--- config.mk ---
export PLATFORM = sky130hd
export DESIGN_NAME = gtp_link_top
export DESIGN_NICKNAME = d
export VERILOG_FILES = /design/src/source/gtp_link_pkg.sv /design/src/source/gtp_link_top.sv /design/src/source/link_rx_checker.sv /design/src/source/link_status.sv /design/src/source/link_tx_framer.sv
export SDC_FILE = /design/constraint.sdc
export NUM_CORES = 1
export LEC_CHECK = 0
export ABC_CLOCK_PERIOD_IN_PS = 10500
export BUFFER_PORTS_ARGS = -buffer_cell sky130_fd_sc_hd__buf_2
export CORE_MARGIN = 3
export CORE_UTILIZATION = 61
export DETAILED_ROUTE_END_ITERATION = 12
export PLACE_DENSITY = 0.88
export SETUP_SLACK_MARGIN = 0.4
export SLEW_MARGIN = 20
export SYNTH_ARGS = -nofsm -noshare
export SYNTH_HDL_FRONTEND = slang
export SYNTH_HIERARCHICAL = 1
export SYNTH_SLANG_ARGS = --single-unit
--- constraint.sdc ---
create_clock -name clk_gtp -period 10.5 [get_ports clk_gtp]
set_input_delay 2.1 -clock clk_gtp [delete_from_list [all_inputs] [get_ports clk_gtp]]
set_output_delay 2.1 -clock clk_gtp [all_outputs]
set_load 0.01 [all_outputs]
--- src/source/gtp_link_pkg.sv ---
// Lane package: link widths, flit and status structs, CRC-16 step function

`default_nettype none

package gtp_link_pkg;

  // =========================================================
  // Widths and sizes
  // =========================================================
  localparam int WORD_W = 16;
  localparam int NUM_VC = 3;
  localparam int CNT_W  = 8;

  // CCITT polynomial, no reflection, no final XOR
  localparam logic [WORD_W-1:0] CRC_INIT = 16'hFFFF;
  localparam logic [WORD_W-1:0] CRC_POLY = 16'h1021;

  typedef logic [1:0] vc_t;

  // =========================================================
  // Flit formats
  // =========================================================
  // vc only means something on the sop word
  typedef struct packed {
    logic              sop;
    logic              eop;
    vc_t               vc;
    logic [WORD_W-1:0] data;
  } flit_t;

  // crc_bad only means something on the eop word
  typedef struct packed {
    flit_t flit;
    logic  crc_bad;
  } rx_flit_t;

  // Sticky flags per VC, then wrapping packet counters
  typedef struct packed {
    logic [NUM_VC-1:0] crc_error;
    logic [NUM_VC-1:0] credit_error;
    logic [CNT_W-1:0]  tx_packets;
    logic [CNT_W-1:0]  rx_good;
    logic [CNT_W-1:0]  rx_bad;
  } link_status_t;

  // =========================================================
  // CRC-16 over one link word, MSB first
  // =========================================================
  function automatic logic [WORD_W-1:0] crc16_step(
    input logic [WORD_W-1:0] crc,
    input logic [WORD_W-1:0] data
  );
    logic [WORD_W-1:0] c;
    logic              fb;
    int                i;
    c = crc;
    for (i = WORD_W - 1; i >= 0; i--) begin
      fb = c[WORD_W-1] ^ data[i];
      c  = {c[WORD_W-2:0], 1'b0};
      if (fb) begin
        c = c ^ CRC_POLY;
      end
    end
    return c;
  endfunction

endpackage

`default_nettype wire

--- src/source/gtp_link_top.sv ---
// Lane top: transmit framer, receive checker and status block

`default_nettype none
`timescale 1ns/1ps

module gtp_link_top #(
  parameter int CREDITS = 2
) (
  input  logic                        clk_gtp,
  input  logic                        i_arst_n,

  // Crossbar to link
  input  logic                        i_tx_valid,
  input  gtp_link_pkg::flit_t         i_tx_flit,
  output logic                        o_link_valid,
  output gtp_link_pkg::flit_t         o_link_flit,

  // Link to crossbar
  input  logic                        i_rx_valid,
  input  gtp_link_pkg::flit_t         i_rx_flit,
  output logic                        o_xbar_valid,
  output gtp_link_pkg::rx_flit_t      o_xbar_flit,
  input  logic                        i_credit_valid,
  input  gtp_link_pkg::vc_t           i_credit_vc,

  // Status
  input  logic                        i_clear_status,
  output gtp_link_pkg::link_status_t  o_status
);

  // =========================================================
  // Event wires toward the status block
  // =========================================================
  logic               pkt_sent;
  logic               pkt_done;
  gtp_link_pkg::vc_t  pkt_vc;
  logic               pkt_crc_bad;
  logic               credit_err;
  gtp_link_pkg::vc_t  credit_err_vc;

  link_tx_framer i0_link_tx_framer (
    .clk_gtp         ( clk_gtp ),
    .i_arst_n        ( i_arst_n ),
    .i_tx_valid      ( i_tx_valid ),
    .i_tx_flit       ( i_tx_flit ),
    .o_link_valid    ( o_link_valid ),
    .o_link_flit     ( o_link_flit ),
    .o_pkt_sent      ( pkt_sent )
  );

  link_rx_checker #(
    .CREDITS         ( CREDITS )
  ) i0_link_rx_checker (
    .clk_gtp         ( clk_gtp ),
    .i_arst_n        ( i_arst_n ),
    .i_rx_valid      ( i_rx_valid ),
    .i_rx_flit       ( i_rx_flit ),
    .i_credit_valid  ( i_credit_valid ),
    .i_credit_vc     ( i_credit_vc ),
    .o_xbar_valid    ( o_xbar_valid ),
    .o_xbar_flit     ( o_xbar_flit ),
    .o_pkt_done      ( pkt_done ),
    .o_pkt_vc        ( pkt_vc ),
    .o_pkt_crc_bad   ( pkt_crc_bad ),
    .o_credit_err    ( credit_err ),
    .o_credit_err_vc ( credit_err_vc )
  );

  link_status i0_link_status (
    .clk_gtp         ( clk_gtp ),
    .i_arst_n        ( i_arst_n ),
    .i_pkt_sent      ( pkt_sent ),
    .i_pkt_done      ( pkt_done ),
    .i_pkt_vc        ( pkt_vc ),
    .i_pkt_crc_bad   ( pkt_crc_bad ),
    .i_credit_err    ( credit_err ),
    .i_credit_err_vc ( credit_err_vc ),
    .i_clear_status  ( i_clear_status ),
    .o_status        ( o_status )
  );

endmodule

`default_nettype wire

--- src/source/link_rx_checker.sv ---
// Receive checker: per-VC credits, one-word delivery buffer, CRC compare

`default_nettype none
`timescale 1ns/1ps

module link_rx_checker #(
  parameter int CREDITS = 2
) (
  input  logic                    clk_gtp,
  input  logic                    i_arst_n,

  // Link side
  input  logic                    i_rx_valid,
  input  gtp_link_pkg::flit_t     i_rx_flit,

  // Credit returns from the crossbar side
  input  logic                    i_credit_valid,
  input  gtp_link_pkg::vc_t       i_credit_vc,

  // Delivery to the crossbar side
  output logic                    o_xbar_valid,
  output gtp_link_pkg::rx_flit_t  o_xbar_flit,

  // Results toward the status block
  output logic                    o_pkt_done,
  output gtp_link_pkg::vc_t       o_pkt_vc,
  output logic                    o_pkt_crc_bad,
  output logic                    o_credit_err,
  output gtp_link_pkg::vc_t       o_credit_err_vc
);

  localparam int              CR_W   = $clog2(CREDITS + 1);
  localparam logic [CR_W-1:0] CR_MAX = CR_W'(CREDITS);

  // =========================================================
  // Signals
  // =========================================================
  logic [CR_W-1:0]                   credit [gtp_link_pkg::NUM_VC];
  logic [gtp_link_pkg::NUM_VC-1:0]   vc_take;
  logic [gtp_link_pkg::NUM_VC-1:0]   vc_ret;
  logic                              rx_sop;
  logic                              sop_ok;
  logic                              rx_body;
  logic                              in_pkt;
  logic                              dropping;
  gtp_link_pkg::flit_t               hold_flit;
  gtp_link_pkg::vc_t                 pkt_vc;
  logic [gtp_link_pkg::WORD_W-1:0]   crc_q;
  logic [gtp_link_pkg::WORD_W-1:0]   crc_next;
  logic                              crc_mismatch;

  assign rx_sop  = i_rx_valid && i_rx_flit.sop;
  assign sop_ok  = |vc_take;
  // Any later word of an accepted packet pushes out the held word
  assign rx_body = i_rx_valid && !i_rx_flit.sop && in_pkt && !dropping;

  // Held word is a data word once something follows it
  assign crc_next     = gtp_link_pkg::crc16_step(crc_q, hold_flit.data);
  assign crc_mismatch = (crc_next != i_rx_flit.data);

  // =========================================================
  // Credit counters
  // =========================================================
  for (genvar v = 0; v < gtp_link_pkg::NUM_VC; v++) begin : g_vc
    assign vc_take[v] = rx_sop && (i_rx_flit.vc == v) && (credit[v] != '0);
    assign vc_ret[v]  = i_credit_valid && (i_credit_vc == v);

    // Return and take on the same VC cancel out
    always_ff @(posedge clk_gtp or negedge i_arst_n) begin
      if (!i_arst_n) begin
        credit[v] <= CR_MAX;
      end else if (vc_take[v] && !vc_ret[v]) begin
        credit[v] <= credit[v] - 1'b1;
      end else if (vc_ret[v] && !vc_take[v] && (credit[v] != CR_MAX)) begin
        credit[v] <= credit[v] + 1'b1;
      end
    end

    a_credit_max: assert property (
      @(posedge clk_gtp) disable iff (!i_arst_n)
      credit[v] <= CR_MAX
    );
  end

  // =========================================================
  // Packet state and strobes
  // =========================================================
  always_ff @(posedge clk_gtp or negedge i_arst_n) begin
    if (!i_arst_n) begin
      in_pkt       <= 1'b0;
      dropping     <= 1'b0;
      o_xbar_valid <= 1'b0;
      o_pkt_done   <= 1'b0;
      o_credit_err <= 1'b0;
    end else begin
      o_xbar_valid <= rx_body;
      o_pkt_done   <= rx_body && i_rx_flit.eop;
      o_credit_err <= rx_sop && !sop_ok;
      if (rx_sop) begin
        in_pkt   <= !i_rx_flit.eop;
        // Refused packet is swallowed up to its eop
        dropping <= !sop_ok;
      end else if (i_rx_valid && i_rx_flit.eop) begin
        in_pkt   <= 1'b0;
        dropping <= 1'b0;
      end
    end
  end

  // =========================================================
  // Hold register and delivery
  // =========================================================
  always_ff @(posedge clk_gtp) begin
    if (rx_sop && sop_ok) begin
      hold_flit     <= i_rx_flit;
      hold_flit.eop <= 1'b0;
      crc_q         <= gtp_link_pkg::CRC_INIT;
      pkt_vc        <= i_rx_flit.vc;
    end else if (rx_body && !i_rx_flit.eop) begin
      hold_flit <= i_rx_flit;
      crc_q     <= crc_next;
    end

    if (rx_body) begin
      o_xbar_flit.flit     <= hold_flit;
      // Incoming CRC word closes the held word and is not delivered
      o_xbar_flit.flit.eop <= i_rx_flit.eop;
      o_xbar_flit.crc_bad  <= i_rx_flit.eop && crc_mismatch;
      o_pkt_vc             <= pkt_vc;
      o_pkt_crc_bad        <= crc_mismatch;
    end

    if (rx_sop) begin
      o_credit_err_vc <= i_rx_flit.vc;
    end
  end

endmodule

`default_nettype wire

--- src/source/link_status.sv ---
// Lane status: sticky per-VC error flags and wrapping packet counters

`default_nettype none
`timescale 1ns/1ps

module link_status (
  input  logic                        clk_gtp,
  input  logic                        i_arst_n,

  // From the transmit framer
  input  logic                        i_pkt_sent,

  // From the receive checker
  input  logic                        i_pkt_done,
  input  gtp_link_pkg::vc_t           i_pkt_vc,
  input  logic                        i_pkt_crc_bad,
  input  logic                        i_credit_err,
  input  gtp_link_pkg::vc_t           i_credit_err_vc,

  input  logic                        i_clear_status,
  output gtp_link_pkg::link_status_t  o_status
);

  logic [gtp_link_pkg::NUM_VC-1:0] crc_set;
  logic [gtp_link_pkg::NUM_VC-1:0] credit_set;
  logic                            rx_good_inc;
  logic                            rx_bad_inc;

  assign rx_good_inc = i_pkt_done && !i_pkt_crc_bad;
  assign rx_bad_inc  = i_pkt_done && i_pkt_crc_bad;

  // Decode events to per-VC flag sets
  for (genvar v = 0; v < gtp_link_pkg::NUM_VC; v++) begin : g_vc
    assign crc_set[v]    = rx_bad_inc && (i_pkt_vc == v);
    assign credit_set[v] = i_credit_err && (i_credit_err_vc == v);
  end

  // =========================================================
  // Status register
  // =========================================================
  always_ff @(posedge clk_gtp or negedge i_arst_n) begin
    if (!i_arst_n) begin
      o_status <= '0;
    end else if (i_clear_status) begin
      // Clear beats any event in the same cycle
      o_status <= '0;
    end else begin
      o_status.crc_error    <= o_status.crc_error | crc_set;
      o_status.credit_error <= o_status.credit_error | credit_set;
      if (i_pkt_sent) begin
        o_status.tx_packets <= o_status.tx_packets + 1'b1;
      end
      if (rx_good_inc) begin
        o_status.rx_good <= o_status.rx_good + 1'b1;
      end
      if (rx_bad_inc) begin
        o_status.rx_bad <= o_status.rx_bad + 1'b1;
      end
    end
  end

  // VC numbers from the checker must name a real channel
  a_vc_range: assert property (
    @(posedge clk_gtp) disable iff (!i_arst_n)
    (i_pkt_done -> (i_pkt_vc < gtp_link_pkg::NUM_VC)) &&
    (i_credit_err -> (i_credit_err_vc < gtp_link_pkg::NUM_VC))
  );

endmodule

`default_nettype wire

--- src/source/link_tx_framer.sv ---
// Transmit framer: registers flits toward the link and appends the CRC word

`default_nettype none
`timescale 1ns/1ps

module link_tx_framer (
  input  logic                 clk_gtp,
  input  logic                 i_arst_n,

  // Crossbar side
  input  logic                 i_tx_valid,
  input  gtp_link_pkg::flit_t  i_tx_flit,

  // Link side
  output logic                 o_link_valid,
  output gtp_link_pkg::flit_t  o_link_flit,

  // To status block, one pulse per packet
  output logic                 o_pkt_sent
);

  // =========================================================
  // Signals
  // =========================================================
  logic                              crc_pend;
  logic [gtp_link_pkg::WORD_W-1:0]   crc_q;
  logic [gtp_link_pkg::WORD_W-1:0]   crc_seed;
  logic [gtp_link_pkg::WORD_W-1:0]   crc_next;
  gtp_link_pkg::flit_t               data_flit;
  gtp_link_pkg::flit_t               crc_flit;

  // Sop restarts the running CRC
  assign crc_seed = i_tx_flit.sop ? gtp_link_pkg::CRC_INIT : crc_q;
  assign crc_next = gtp_link_pkg::crc16_step(crc_seed, i_tx_flit.data);

  // Data words go out without eop, only the CRC word closes the packet
  always_comb begin
    data_flit     = i_tx_flit;
    data_flit.eop = 1'b0;
  end

  assign crc_flit = '{sop: 1'b0, eop: 1'b1, vc: '0, data: crc_q};

  // =========================================================
  // Control
  // =========================================================
  always_ff @(posedge clk_gtp or negedge i_arst_n) begin
    if (!i_arst_n) begin
      o_link_valid <= 1'b0;
      o_pkt_sent   <= 1'b0;
      crc_pend     <= 1'b0;
    end else begin
      o_link_valid <= i_tx_valid || crc_pend;
      o_pkt_sent   <= crc_pend;
      // CRC word is due the cycle after the eop data word
      crc_pend     <= i_tx_valid && i_tx_flit.eop;
    end
  end

  // =========================================================
  // Datapath
  // =========================================================
  always_ff @(posedge clk_gtp) begin
    if (crc_pend) begin
      o_link_flit <= crc_flit;
    end else if (i_tx_valid) begin
      o_link_flit <= data_flit;
      crc_q       <= crc_next;
    end
  end

  // Sender must leave the CRC slot free after every eop
  a_idle_after_eop: assert property (
    @(posedge clk_gtp) disable iff (!i_arst_n)
    i_tx_valid && i_tx_flit.eop |=> !i_tx_valid
  );

endmodule

`default_nettype wire

## Word level (Yosys, flattened, before mapping)

Cells that the tools add are included.

- Reduce and logical (&&, ||, !) cells: 67
- Bitwise gates (word level): 67
- Mux-type cells: 50
- Equal/unequal tests: 12
- Multipliers: 0
- $lt $le $gt $ge: 0
- Divide/modulo/power cells: 0
- Add/subtract/negate cells: 9
- Shift operators: 0

Operator list:

| operator | count |
|---|---|
| 13-bit two-way mux | 32 |
| 3-bit NOT | 32 |
| 16-bit two-way mux | 3 |
| 20-bit two-way mux | 2 |
| 1-bit logical AND | 37 |
| 1-bit bitwise XOR | 32 |
| 30-bit two-way mux | 1 |
| 8-bit by 1-bit adder with 8-bit output, second input constant | 3 |
| 8-bit two-way mux | 3 |
| 2-bit nonzero test | 12 |
| 16-bit inequality test | 1 |
| 2-bit two-way mux | 6 |
| 1-bit zero test | 11 |
| 2-bit by 1-bit equality test with 1-bit output, second input constant | 4 |
| 2-bit equality test, second input constant | 4 |
| 2-bit zero test | 4 |
| 2-bit by 1-bit adder with 2-bit output, second input constant | 3 |
| 2-bit inequality test, second input constant | 3 |
| 3-bit bitwise OR | 2 |
| 2-bit by 1-bit subtractor with 2-bit output, second input constant | 3 |
| 1-bit two-way mux | 3 |
| 3-bit OR reduction | 1 |
| 2-bit AND reduction | 1 |
| 1-bit logical OR | 1 |
| 1-bit NOT | 1 |

- Output and inout port bits: 73
- Bits in latches: 0
- Flip-flop bits (word level): 144
- Memory bits (writable): 0
- Bits of input ports: 48
- Memories kept: 0
- Word-level logic and storage cells: 241
- Bits in read-only memories: 0

## Depth between registers and ports, before layout

Gate-level depths: netlist of the first run.

- Depth after elaboration: 34
- Depth in mapped cells: 8
- Mapped depth without buffers: 7

## Hierarchy

Netlist of the first run, hierarchy kept.

By module, submodules not included:

| module | cells an instance | area an instance (um2) | instances | seq. area each (um2) |
|---|---|---|---|---|
| link_rx_checker | 278 | 3633.5 | 1 | 2010.7 |
| link_tx_framer | 144 | 2107.0 | 1 | 1116.1 |
| link_status | 146 | 1502.7 | 1 | 750.7 |

## Worst setup path before layout of the first run

OpenSTA, ideal clock, no wires.

- Path kind: in2reg
- From: input i_rx_flit[19] (netlist bit)
- To: register i0_link_rx_checker/hold_flit[0] (netlist bit) (enable)
- Path buffers: 2
- Required time: 10112 ps
- Stages: 6
- Setup slack: 3968 ps
- Setup time: 388 ps
- Arrival: 6145 ps
- Path through: nor4bb_1 -> and2_1 -> clkbuf_1 -> nor2_1 -> inv_1 -> clkbuf_1

- Cells in the longest elaborated chain, start to end: 6
- Elaborated cells on any way between the ends: 15
- Those cells by class: reduce/logical: 15

RTL lines:

| what | line | text |
|---|---|---|
| start, declared | gtp_link_top.sv:20 | `input gtp_link_pkg::flit_t i_rx_flit,` |
| 1-bit logical AND or 1-bit zero test (tied branches) | link_rx_checker.sv:52, link_rx_checker.sv:55 |  |
| 1-bit logical AND (on tied branches) (2 in a row) | link_rx_checker.sv:65, link_rx_checker.sv:55 |  |
| 3-bit OR reduction or 1-bit logical AND (tied branches) | link_rx_checker.sv:53, link_rx_checker.sv:55 |  |
| 1-bit logical AND (on tied branches) | link_rx_checker.sv:114, link_rx_checker.sv:119 |  |
| 2-bit nonzero test (no line) (*) | - |  |
| end signal, assigned | link_rx_checker.sv:115 | `hold_flit <= i_rx_flit;` |
| end signal, assigned | link_rx_checker.sv:120 | `hold_flit <= i_rx_flit;` |
| end, declared | link_rx_checker.sv:46 | `gtp_link_pkg::flit_t hold_flit;` |

Every way passes the cells marked *; elsewhere a longest branch is shown, timed or not.
A chain may end at the register's enable or synchronous reset.

## Worst setup path in the final report of the first run

- From: input i_rx_flit[19] (netlist bit)
- To: register i0_link_rx_checker/hold_flit[17] (netlist bit) (data pin)

- Cells in the longest elaborated chain, start to end: 6
- Elaborated cells on any way between the ends: 10
- Those cells by class: mux: 1; reduce/logical: 9

RTL lines:

| what | line | text |
|---|---|---|
| 1-bit logical AND (*) | link_rx_checker.sv:52 | `assign rx_sop = i_rx_valid && i_rx_flit.sop;` |
| 1-bit logical AND (2 in a row) | link_rx_checker.sv:65 | `assign vc_take[v] = rx_sop && (i_rx_flit.vc == v) && (credit[v] != '0);` |
| 3-bit OR reduction | link_rx_checker.sv:53 | `assign sop_ok = \|vc_take;` |
| 1-bit logical AND (*) | link_rx_checker.sv:114 | `if (rx_sop && sop_ok) begin` |
| 20-bit two-way mux (*) | link_rx_checker.sv:114 |  |

Marked as above.

==> metrics, run 1 <==
status completed; Layout area overhead 18.2%; max-slew violations 0; setup_tns 0 ns; fill cell count 757; postcts setup bufs 0; max incr delay on CP 0.91 ns; Setup CP Type in -> reg; Post-DRT Antenna Nets 0; startpoint types input pin; initial antenna violation count 0; commonest non-fill, non-tap cell in the layout buf_2; cell count after synthesis 568; area fraction of the dominant cell type after synthesis 0.328; leakage 3.61 nW; CP startpoint i_rx_flit[19]; row cnt 39; unrepaired setup endpoints after global routing false; CTS buffer count 17; wire length per cell 17.3 µm; largest fanout on the critical path 36; Initial Util 0.629; ys flop type edfxtp_1; Diodes inserted 0; Crit. End Element flip-flop; largest net degree at the start of global routing 45; cts repair resizes 0; CP max stage cell clkinv_1; Least-Margin Pin Slew 1.07 ns; syn avg cell area 12.8 µm²; CP required 10.67 ns; register area share after synthesis 0.535; Routed WL 14.6 mm; max_slew headroom 0.277; Final Hold Vio Count 0; Port Buffers 120; commonest cells after routing, fill and taps aside buf_2 (120), edfxtp_1 (79), xnor2_1 (77), nor2_1 (57), dfrtp_1 (41); DRC 0; CTS root buf clkbuf_16; CTS tree done; Fmax 190 MHz; Synthesized Nets 619; Yosys top cell by area edfxtp_1; number of global-route vias before repair 4770; die area 0.0132 mm²; final core utilization 0.743; synthesized cell area 0.00724 mm²; Clk Latency, worst-skew pair 0.42 ns; Post-synth EDFFs 79; Final Critical Period 5.26 ns; Worst Skew 0.0112 ns; first-pass iteration count of the detailed router 4; # clock sinks 143; register area 0.00388 mm²; worst-path cell chain buf_2 > nand2_1 > nor4b_1 > nor3_2 > inv_1 > nor2_1 > clkinv_1 > and2_1; Ports 121; share of cells above drive strength 1 0.309; area of the multi-input gates 0.00322 mm²; gr usage total 0.231; Synth Warn # 6; max_cap viols 0; worst-case clock buffer depth 2; CTS HTree Levels 4; Layout Nets 744; critical path arrival 5.42 ns; final worst-path cycle share 0.501; Die X-Extent 115 µm; post-synth cell types 69; ys async rst share 0.308; Power Dens Cells 318 mW/mm²; Final setup viols 0; Worst Hold Class reg -> reg; Hold Buf Count CTS 0; Iter 0 DRT Violations 276; CORE AREA 0.0115 mm²; reg-to-reg startpoint i0_link_rx_checker/credit[2]; GP Congestion 0.860; GRT overflow 0; DR vias 4767; top post-synthesis cells by area edfxtp_1 (33%), dfrtp_1 (14%), xnor2_1 (9.3%); first-pass GRT wire length 23.5 mm; hold_sp i0_link_rx_checker/hold_flit[16]; CTS clock-pin slew for the worst setup and hold paths 0.06 ns; total power 0.00272 W; Min Hold Slack 0.419 ns; vias per cell 5.61; dpl hpwl 10.2 mm; Die Height 115 µm; maximum VDD drop 280 µV; number of register bits inferred by synthesis 143
cell usage after synthesis (3+ instances only):
master	instances
edfxtp_1	79
xnor2_1	77
nor2_1	57
dfrtp_1	41
xor2_1	32
and2_1	20
dfxtp_1	20
inv_1	19
mux2_2	19
nand2_1	19
a21oi_1	18
o21ai_0	17
nand3_1	9
or3_1	9
a22oi_1	8
mux2i_1	7
xnor2_2	7
xnor3_1	7
clkbuf_1	6
nand4_1	5
a211o_1	4
a31oi_1	4
buf_1	4
nor2b_1	4
nor3_1	4
xnor3_2	4
buf_6	3
dfstp_2	3
ha_1	3
nand3b_1	3
nor4_1	3
or4_1	3
xnor3_4	3
metrics by stage:
step                      setup WS [ns]  instances  instance area, µm²
after floorplan                    3.97        568                7240
after global placement             5.10        817                7960
after detailed placement           4.93        817                7960
after CTS                          5.31        849                8560
after global routing               4.96        849                8560
final                              5.24        849                8560
layer usage:
metal	vias to the layer above	global-route usage	wire, µm
li1	2246	-	-
met1	2338	0.289	6070
met2	159	0.391	7520
met3	24	0.0547	782
met4	0	0.0923	272
met5	-	0	0
flip-flops by register name, indices dropped and copies added (netlist names), 2 cells and up:
register	cells
i0_link_rx_checker/pkt_vc	2
i0_link_rx_checker/hold_flit	19
i0_link_rx_checker/o_xbar_flit	21
i0_link_rx_checker/o_pkt_vc	2
i0_link_rx_checker/crc_q	16
i0_link_status/o_status	30
i0_link_tx_framer/o_link_flit	20
i0_link_tx_framer/crc_q	16
i0_link_rx_checker/o_credit_err_vc	2
i0_link_rx_checker/credit	6
worst max-delay path, delay by kind of cell:
family                 cells  cell delay [ns]
AND/OR/NAND/NOR            5             1.97
buffers and inverters      3             1.32
kinds of logic after synthesis:
group / count (synthesis) / synth area share
DFF: 143 / 0.535
AOI/OAI and AO/OA: 67 / 0.0620
muxes: 26 / 0.0392
and+or+nand+nor: 157 / 0.120
buffers and inverters: 35 / 0.0225
adders and majority gates: 3 / 0.00518
xor gates and xnor gates: 137 / 0.216
power by group:
group | internal [W] | switching, W
registers | 0.000751 | 0.0000801
logic | 0.000654 | 0.000649
clock network | 0.000360 | 0.000230
total | 0.00176 | 0.000960
final cells by class:
| class | instances | share of cell area |
|---|---|---|
| Sequential cell | 143 | 0.453 |
| Multi-Input combinational cell | 390 | 0.376 |
| Timing Repair Buffer | 122 | 0.0719 |
| Clock buffer | 20 | 0.0571 |
| Tap cell | 143 | 0.0209 |
| Clock inverter | 12 | 0.0123 |
| Inverter | 19 | 0.00833 |
final timing paths:
| check | endpoint | slack [ns] | cells past startpoint |
|---|---|---|---|
| max | i0_link_rx_checker/hold_flit[17] | 5.24 | 8 |
| min in group asynchronous | i0_link_rx_checker/credit[4] | 1.84 | 1 |
| max in group asynchronous | i0_link_tx_framer/o_link_valid | 8.04 | 1 |
| min reg2reg | i0_link_rx_checker/o_xbar_flit[17] | 0.42 | 0 |
| max reg2reg | i0_link_rx_checker/hold_flit[17] | 6.77 | 7 |
| min | i0_link_rx_checker/o_xbar_flit[17] | 0.42 | 0 |
No activity file was read; power rests on OpenSTA's default activity.
==> run 2: changes to the inputs <==
--- a/config.mk
+++ b/config.mk
@@ -5,12 +5,12 @@
 export SDC_FILE = /design/constraint.sdc
 export NUM_CORES = 1
 export LEC_CHECK = 0
-export ABC_CLOCK_PERIOD_IN_PS = 10500
+export ABC_CLOCK_PERIOD_IN_PS = 4800
 export BUFFER_PORTS_ARGS = -buffer_cell sky130_fd_sc_hd__buf_2
 export CORE_MARGIN = 3
-export CORE_UTILIZATION = 61
+export CORE_UTILIZATION = 51
 export DETAILED_ROUTE_END_ITERATION = 12
-export PLACE_DENSITY = 0.88
+export PLACE_DENSITY = 0.79
 export SETUP_SLACK_MARGIN = 0.4
 export SLEW_MARGIN = 20
 export SYNTH_ARGS = -nofsm -noshare
==> constraint.sdc (replaced) <==
create_clock -name clk_gtp -period 4.8 [get_ports clk_gtp]
set_input_delay 0.96 -clock clk_gtp [delete_from_list [all_inputs] [get_ports clk_gtp]]
set_output_delay 0.96 -clock clk_gtp [all_outputs]
set_load 0.01 [all_outputs]
==> run 2 against run 1 <==
Effect of this change:
- sequential power increased by 120%
- setup slack worse by 3.5 ns
- register-to-register slack worse by 4.9 ns
- clock power grew 120%
- first-iteration DRC count grew 24%
- global-route usage down 3.5 points
- die area up 19%
- clock skew shrank 0.0026 ns
- core utilization fell by 11 points
- sequential share of layout area down 0.26 points
- count of clock-buffer cells in the layout up 4
==> metrics, run 2 (same netlist as run 1, synthesis figures left out) <==
setup_tns 0 ns; worst-path cell chain buf_2 > nand2_1 > nor4b_1 > nor3_1 > buf_4 > inv_1 > nor2_1 > inv_1 > buf_4; top flop regs i0_link_status/o_status x30, i0_link_rx_checker/o_xbar_flit x21, i0_link_tx_framer/o_link_flit x20; max incr delay on CP 0.74 ns; Hold Buf Count CTS 0; DRC 0; wire length per cell 17.0 µm; Worst Skew 0.00862 ns; dpl hpwl 10.7 mm; Ports 121; Setup CP Type in -> reg; Diodes inserted 0; CTS clock-pin slew for the worst setup and hold paths 0.06 ns; initial antenna violation count 0; Post-DRT Antenna Nets 0; CTS tree done; critical path arrival 3.15 ns; CTS HTree Levels 4; Crit. End Element flip-flop; Die X-Extent 125 µm; Initial Util 0.534; number of global-route vias before repair 4900; Iter 0 DRT Violations 342; Routed WL 15.1 mm; Final Critical Period 3.08 ns; postcts setup bufs 0; worst-case clock buffer depth 2; status completed; Setup Slack @ Placement 1.26 ns; CORE AREA 0.0136 mm²; GR peak layer met2; largest net degree at the start of global routing 45; Min Hold Slack 0.429 ns; Fmax 325 MHz; first-pass GRT wire length 24.7 mm; CP delay by family, top simple AND/OR/NAND/NOR gates; leakage 3.61 nW; final worst-path cycle share 0.642; CTS buffer count 17; # clock sinks 143; DR vias 4753; row cnt 42; commonest cells after routing, fill and taps aside buf_2 (119), edfxtp_1 (79), xnor2_1 (77), nor2_1 (57), dfrtp_1 (41); startpoint types input pin; largest fanout on the critical path 36; Least-Margin Pin Slew 0.877 ns; Die Height 125 µm; Worst Hold Class reg -> reg; unrepaired setup endpoints after global routing false; max-slew violations 0; max reg flops 30; commonest non-fill, non-tap cell in the layout buf_2; Port Buffers 120; Power Dens Cells 695 mW/mm²; worst path buffer plus inverter count 5; die area 0.0157 mm²; max_slew headroom 0.415; M2 GR Usage 0.336; maximum VDD drop 444 µV; Most flops, register i0_link_status/o_status; CP max stage cell nor4b_1; max_cap viols 0; CTS root buf clkbuf_16; share of cells above drive strength 1 0.305; Final setup viols 0; met3 Use GR 0.0520; GRT overflow 0; first-pass iteration count of the detailed router 6; Layout Nets 746; GP Congestion 0.866; final worst slack 1.72 ns; vias per cell 5.38; Layout area overhead 18.9%; CP required 4.87 ns; Clk Latency, worst-skew pair 0.42 ns; GR Util met1 0.249; Final Hold Vio Count 0; cts repair resizes 0; final core utilization 0.635; gr usage total 0.196
run 2: worst register-to-register path, cell delays in order (launching register included):
cell	delay, ns
edfxtp_1	0.43
xnor2_1	0.41
xnor3_1	0.53
xnor3_1	0.46
or3_1	0.40
a221oi_2	0.31
a31oi_1	0.13
run 2: metrics by stage:
stage / power, W / std cells / area, µm²
detailed placement: 0.00467 / 852 / 8020
floorplan: 0.00412 / 568 / 7250
finish: 0.00598 / 884 / 8610
global placement: 0.00456 / 852 / 8020
global route: 0.00632 / 884 / 8610
CTS: 0.00600 / 884 / 8610
run 2: final timing paths:
path	from	endpoint	slack (ns)	cells past startpoint
setup / recovery	i_rx_flit[19]	i0_link_rx_checker/hold_flit[13]	1.72	9
hold / removal	i0_link_rx_checker/hold_flit[16]	i0_link_rx_checker/o_xbar_flit[17]	0.43	0
setup reg to reg	i0_link_rx_checker/hold_flit[11]	i0_link_rx_checker/o_xbar_flit[0]	1.89	6
hold reg to reg	i0_link_rx_checker/hold_flit[16]	i0_link_rx_checker/o_xbar_flit[17]	0.43	0
max in group asynchronous	i_arst_n	i0_link_status/o_status[17]	3.86	1
min in group asynchronous	i_arst_n	i0_link_rx_checker/credit[4]	0.53	1
run 2: final cells by class:
class / instances / area [µm²]
Clock inverter: 8 / 76.3
Sequential cell: 143 / 3880
Clock buffer: 24 / 514
Multi-Input combinational cell: 390 / 3220
Fill cell: 1033 / 4950
Inverter: 19 / 71.3
Timing Repair Buffer: 124 / 633
Tap cell: 176 / 220
run 2: metal layers:
| metal | vias to the layer above | wire, µm |
|---|---|---|
| li1 | 2245 | - |
| met2 | 153 | 7780 |
| met3 | 15 | 801 |
| met1 | 2340 | 6340 |
| met5 | - | 0 |
| met4 | 0 | 147 |
run 2: power by group:
group	internal [W]	switching (W)	leakage (nW)
combinational	0.00143	0.00143	1.83
sequential	0.00164	0.000180	1.50
clock	0.000801	0.000498	0.282
total	0.00387	0.00211	3.61
==> run 3: changes to the inputs <==
--- a/config.mk
+++ b/config.mk
@@ -5,12 +5,12 @@
 export SDC_FILE = /design/constraint.sdc
 export NUM_CORES = 1
 export LEC_CHECK = 0
-export ABC_CLOCK_PERIOD_IN_PS = 4800
+export ABC_CLOCK_PERIOD_IN_PS = 3100
 export BUFFER_PORTS_ARGS = -buffer_cell sky130_fd_sc_hd__buf_2
 export CORE_MARGIN = 3
-export CORE_UTILIZATION = 51
+export CORE_UTILIZATION = 57
 export DETAILED_ROUTE_END_ITERATION = 12
-export PLACE_DENSITY = 0.79
+export PLACE_DENSITY = 0.84
 export SETUP_SLACK_MARGIN = 0.4
 export SLEW_MARGIN = 20
 export SYNTH_ARGS = -nofsm -noshare
==> constraint.sdc (replaced) <==
create_clock -name clk_gtp -period 3.1 [get_ports clk_gtp]
set_input_delay 0.62 -clock clk_gtp [delete_from_list [all_inputs] [get_ports clk_gtp]]
set_output_delay 0.62 -clock clk_gtp [all_outputs]
set_load 0.01 [all_outputs]
==> run 3 against run 2 <==
Effect of this change:
- setup slack got worse by 1.3 ns
- core utilization is 8.5 points higher
- final area rose by 2.2%
- count of clock-buffer cells in the layout fell by 3
- final cell count grew 0.57%
- flip-flop and latch count is the same
- clock skew grew 0.00066 ns
- die area is 10% lower
- largest power group unchanged
==> metrics, run 3 (same netlist as run 1, synthesis figures left out) <==
DP Cell Count 848; CTS tree done; Hold Buf Count CTS 0; Final Hold Vio Count 0; share of cells above drive strength 1 0.327; initial antenna violation count 0; Setup Slack @ Placement 0.297 ns; leakage 3.72 nW; Die X-Extent 119 µm; Final Critical Period 2.66 ns; CTS HTree Levels 4; Clk Latency, worst-skew pair 0.42 ns; status completed; GRT overflow 0; number of global-route vias before repair 5155; max_slew headroom 0.411; non-filler instance count after layout 889; CTS buffer count 17; max reg flops 30; final worst-path cycle share 0.857; CP required 3.26 ns; Post-DRT Antenna Nets 0; CTS clock-pin slew for the worst setup and hold paths 0.06 ns; first-pass iteration count of the detailed router 5; Routed WL 15.4 mm; Worst Skew 0.00928 ns; Ports 121; Port Buffers 120; max_cap viols 0; Power Dens Cells 1080 mW/mm²; Crit. End Element flip-flop; DR vias 4838; CORE AREA 0.0122 mm²; row cnt 40; Iter 0 DRT Violations 286; gr usage total 0.227; DRC 0; Final setup viols 0; setup_tns 0 ns; Least-Margin Pin Slew 0.883 ns; first-pass GRT wire length 25.2 mm; largest net degree at the start of global routing 45; # clock sinks 143; max-slew violations 0; vias per cell 5.44; largest fanout on the critical path 7; die area 0.0141 mm²; GP Congestion 0.872; commonest cells after routing, fill and taps aside buf_2 (120), edfxtp_1 (79), xnor2_1 (71), nor2_1 (57), dfrtp_1 (41); Diodes inserted 0; Worst Hold Class in -> async; top flop regs i0_link_status/o_status x30, i0_link_rx_checker/o_xbar_flit x21, i0_link_tx_framer/o_link_flit x20; Fmax 376 MHz; Initial Util 0.593; critical path arrival 2.81 ns; fill cell count 844; worst-case clock buffer depth 2; Min Hold Slack 0.0893 ns; startpoint types flip-flop; Layout Nets 759; wire length per cell 17.3 µm; maximum VDD drop 1020 µV; dpl hpwl 10.6 mm; Most flops, register i0_link_status/o_status; commonest non-fill, non-tap cell in the layout buf_2; Die Height 119 µm; final worst slack 0.444 ns; Setup CP Type reg -> reg; unrepaired setup endpoints after global routing false; CTS root buf clkbuf_16; Layout area overhead 21.5%
## run 3: critical path, stage by stage, from the launching register on
cell and delay (ns):
edfxtp_1 0.46, xnor2_4 0.18, buf_4 0.15, xnor3_4 0.51
xnor2_2 0.24, or4_1 0.56, a22oi_2 0.18, nand3_1 0.11
## run 3: area by class of cell
cell class                      count  area [µm²]  area share
Timing Repair Buffer              137         741      0.0842
Multi-Input combinational cell    390        3300       0.375
Clock buffer                       21         460      0.0523
Sequential cell                   143        3880       0.441
Inverter                           19        71.3     0.00811
Tap cell                          168         210      0.0239
Clock inverter                     11         139      0.0158
## run 3: what timing repair did
action | in CTS | in global routing
pin swaps | 3 | 4
setup buffers | 3 | 5
gates resized for setup | 3 | 6
endpoints found under the setup margin | 2 | 2
## run 3: final timing paths
path,startpoint,end,slack [ns],depth (start not counted)
worst max-delay path,i0_link_rx_checker/hold_flit[15],i0_link_rx_checker/o_pkt_crc_bad,0.44,7
worst min-delay path,i_arst_n,i0_link_rx_checker/in_pkt,0.09,1
worst max register to register,i0_link_rx_checker/hold_flit[15],i0_link_rx_checker/o_pkt_crc_bad,0.44,7
worst min register to register,i0_link_rx_checker/pkt_vc[1],i0_link_rx_checker/o_pkt_vc[1],0.42,0
max in group asynchronous,i_arst_n,i0_link_tx_framer/o_link_valid,2.53,2
min in group clk_gtp,i0_link_rx_checker/pkt_vc[1],i0_link_rx_checker/o_pkt_vc[1],0.42,0
## run 3: routing by layer
layer | vias to the layer above | track usage | part of all wire
met3 | 39 | 0.0541 | 0.054
li1 | 2276 | - | -
met5 | - | 0 | 0
met1 | 2367 | 0.269 | 0.40
met2 | 156 | 0.390 | 0.52
met4 | 0 | 0.104 | 0.030
## run 3: report_power, final
part / switching, W / internal, W / leakage, nW
logic: 0.00226 / 0.00240 / 1.94
registers: 0.000285 / 0.00254 / 1.50
clock network: 0.000753 / 0.00130 / 0.284
## run 3: through the flow
step / cell area [µm²] / total power (W) / util
after detailed placement: 8050 / 0.00720 / 0.659
after CTS: 8690 / 0.00937 / 0.711
after global routing: 8800 / 0.0101 / 0.720
after global placement: 8050 / 0.00706 / 0.659
after floorplan: 7290 / 0.00640 / -
final: 8800 / 0.00954 / 0.720
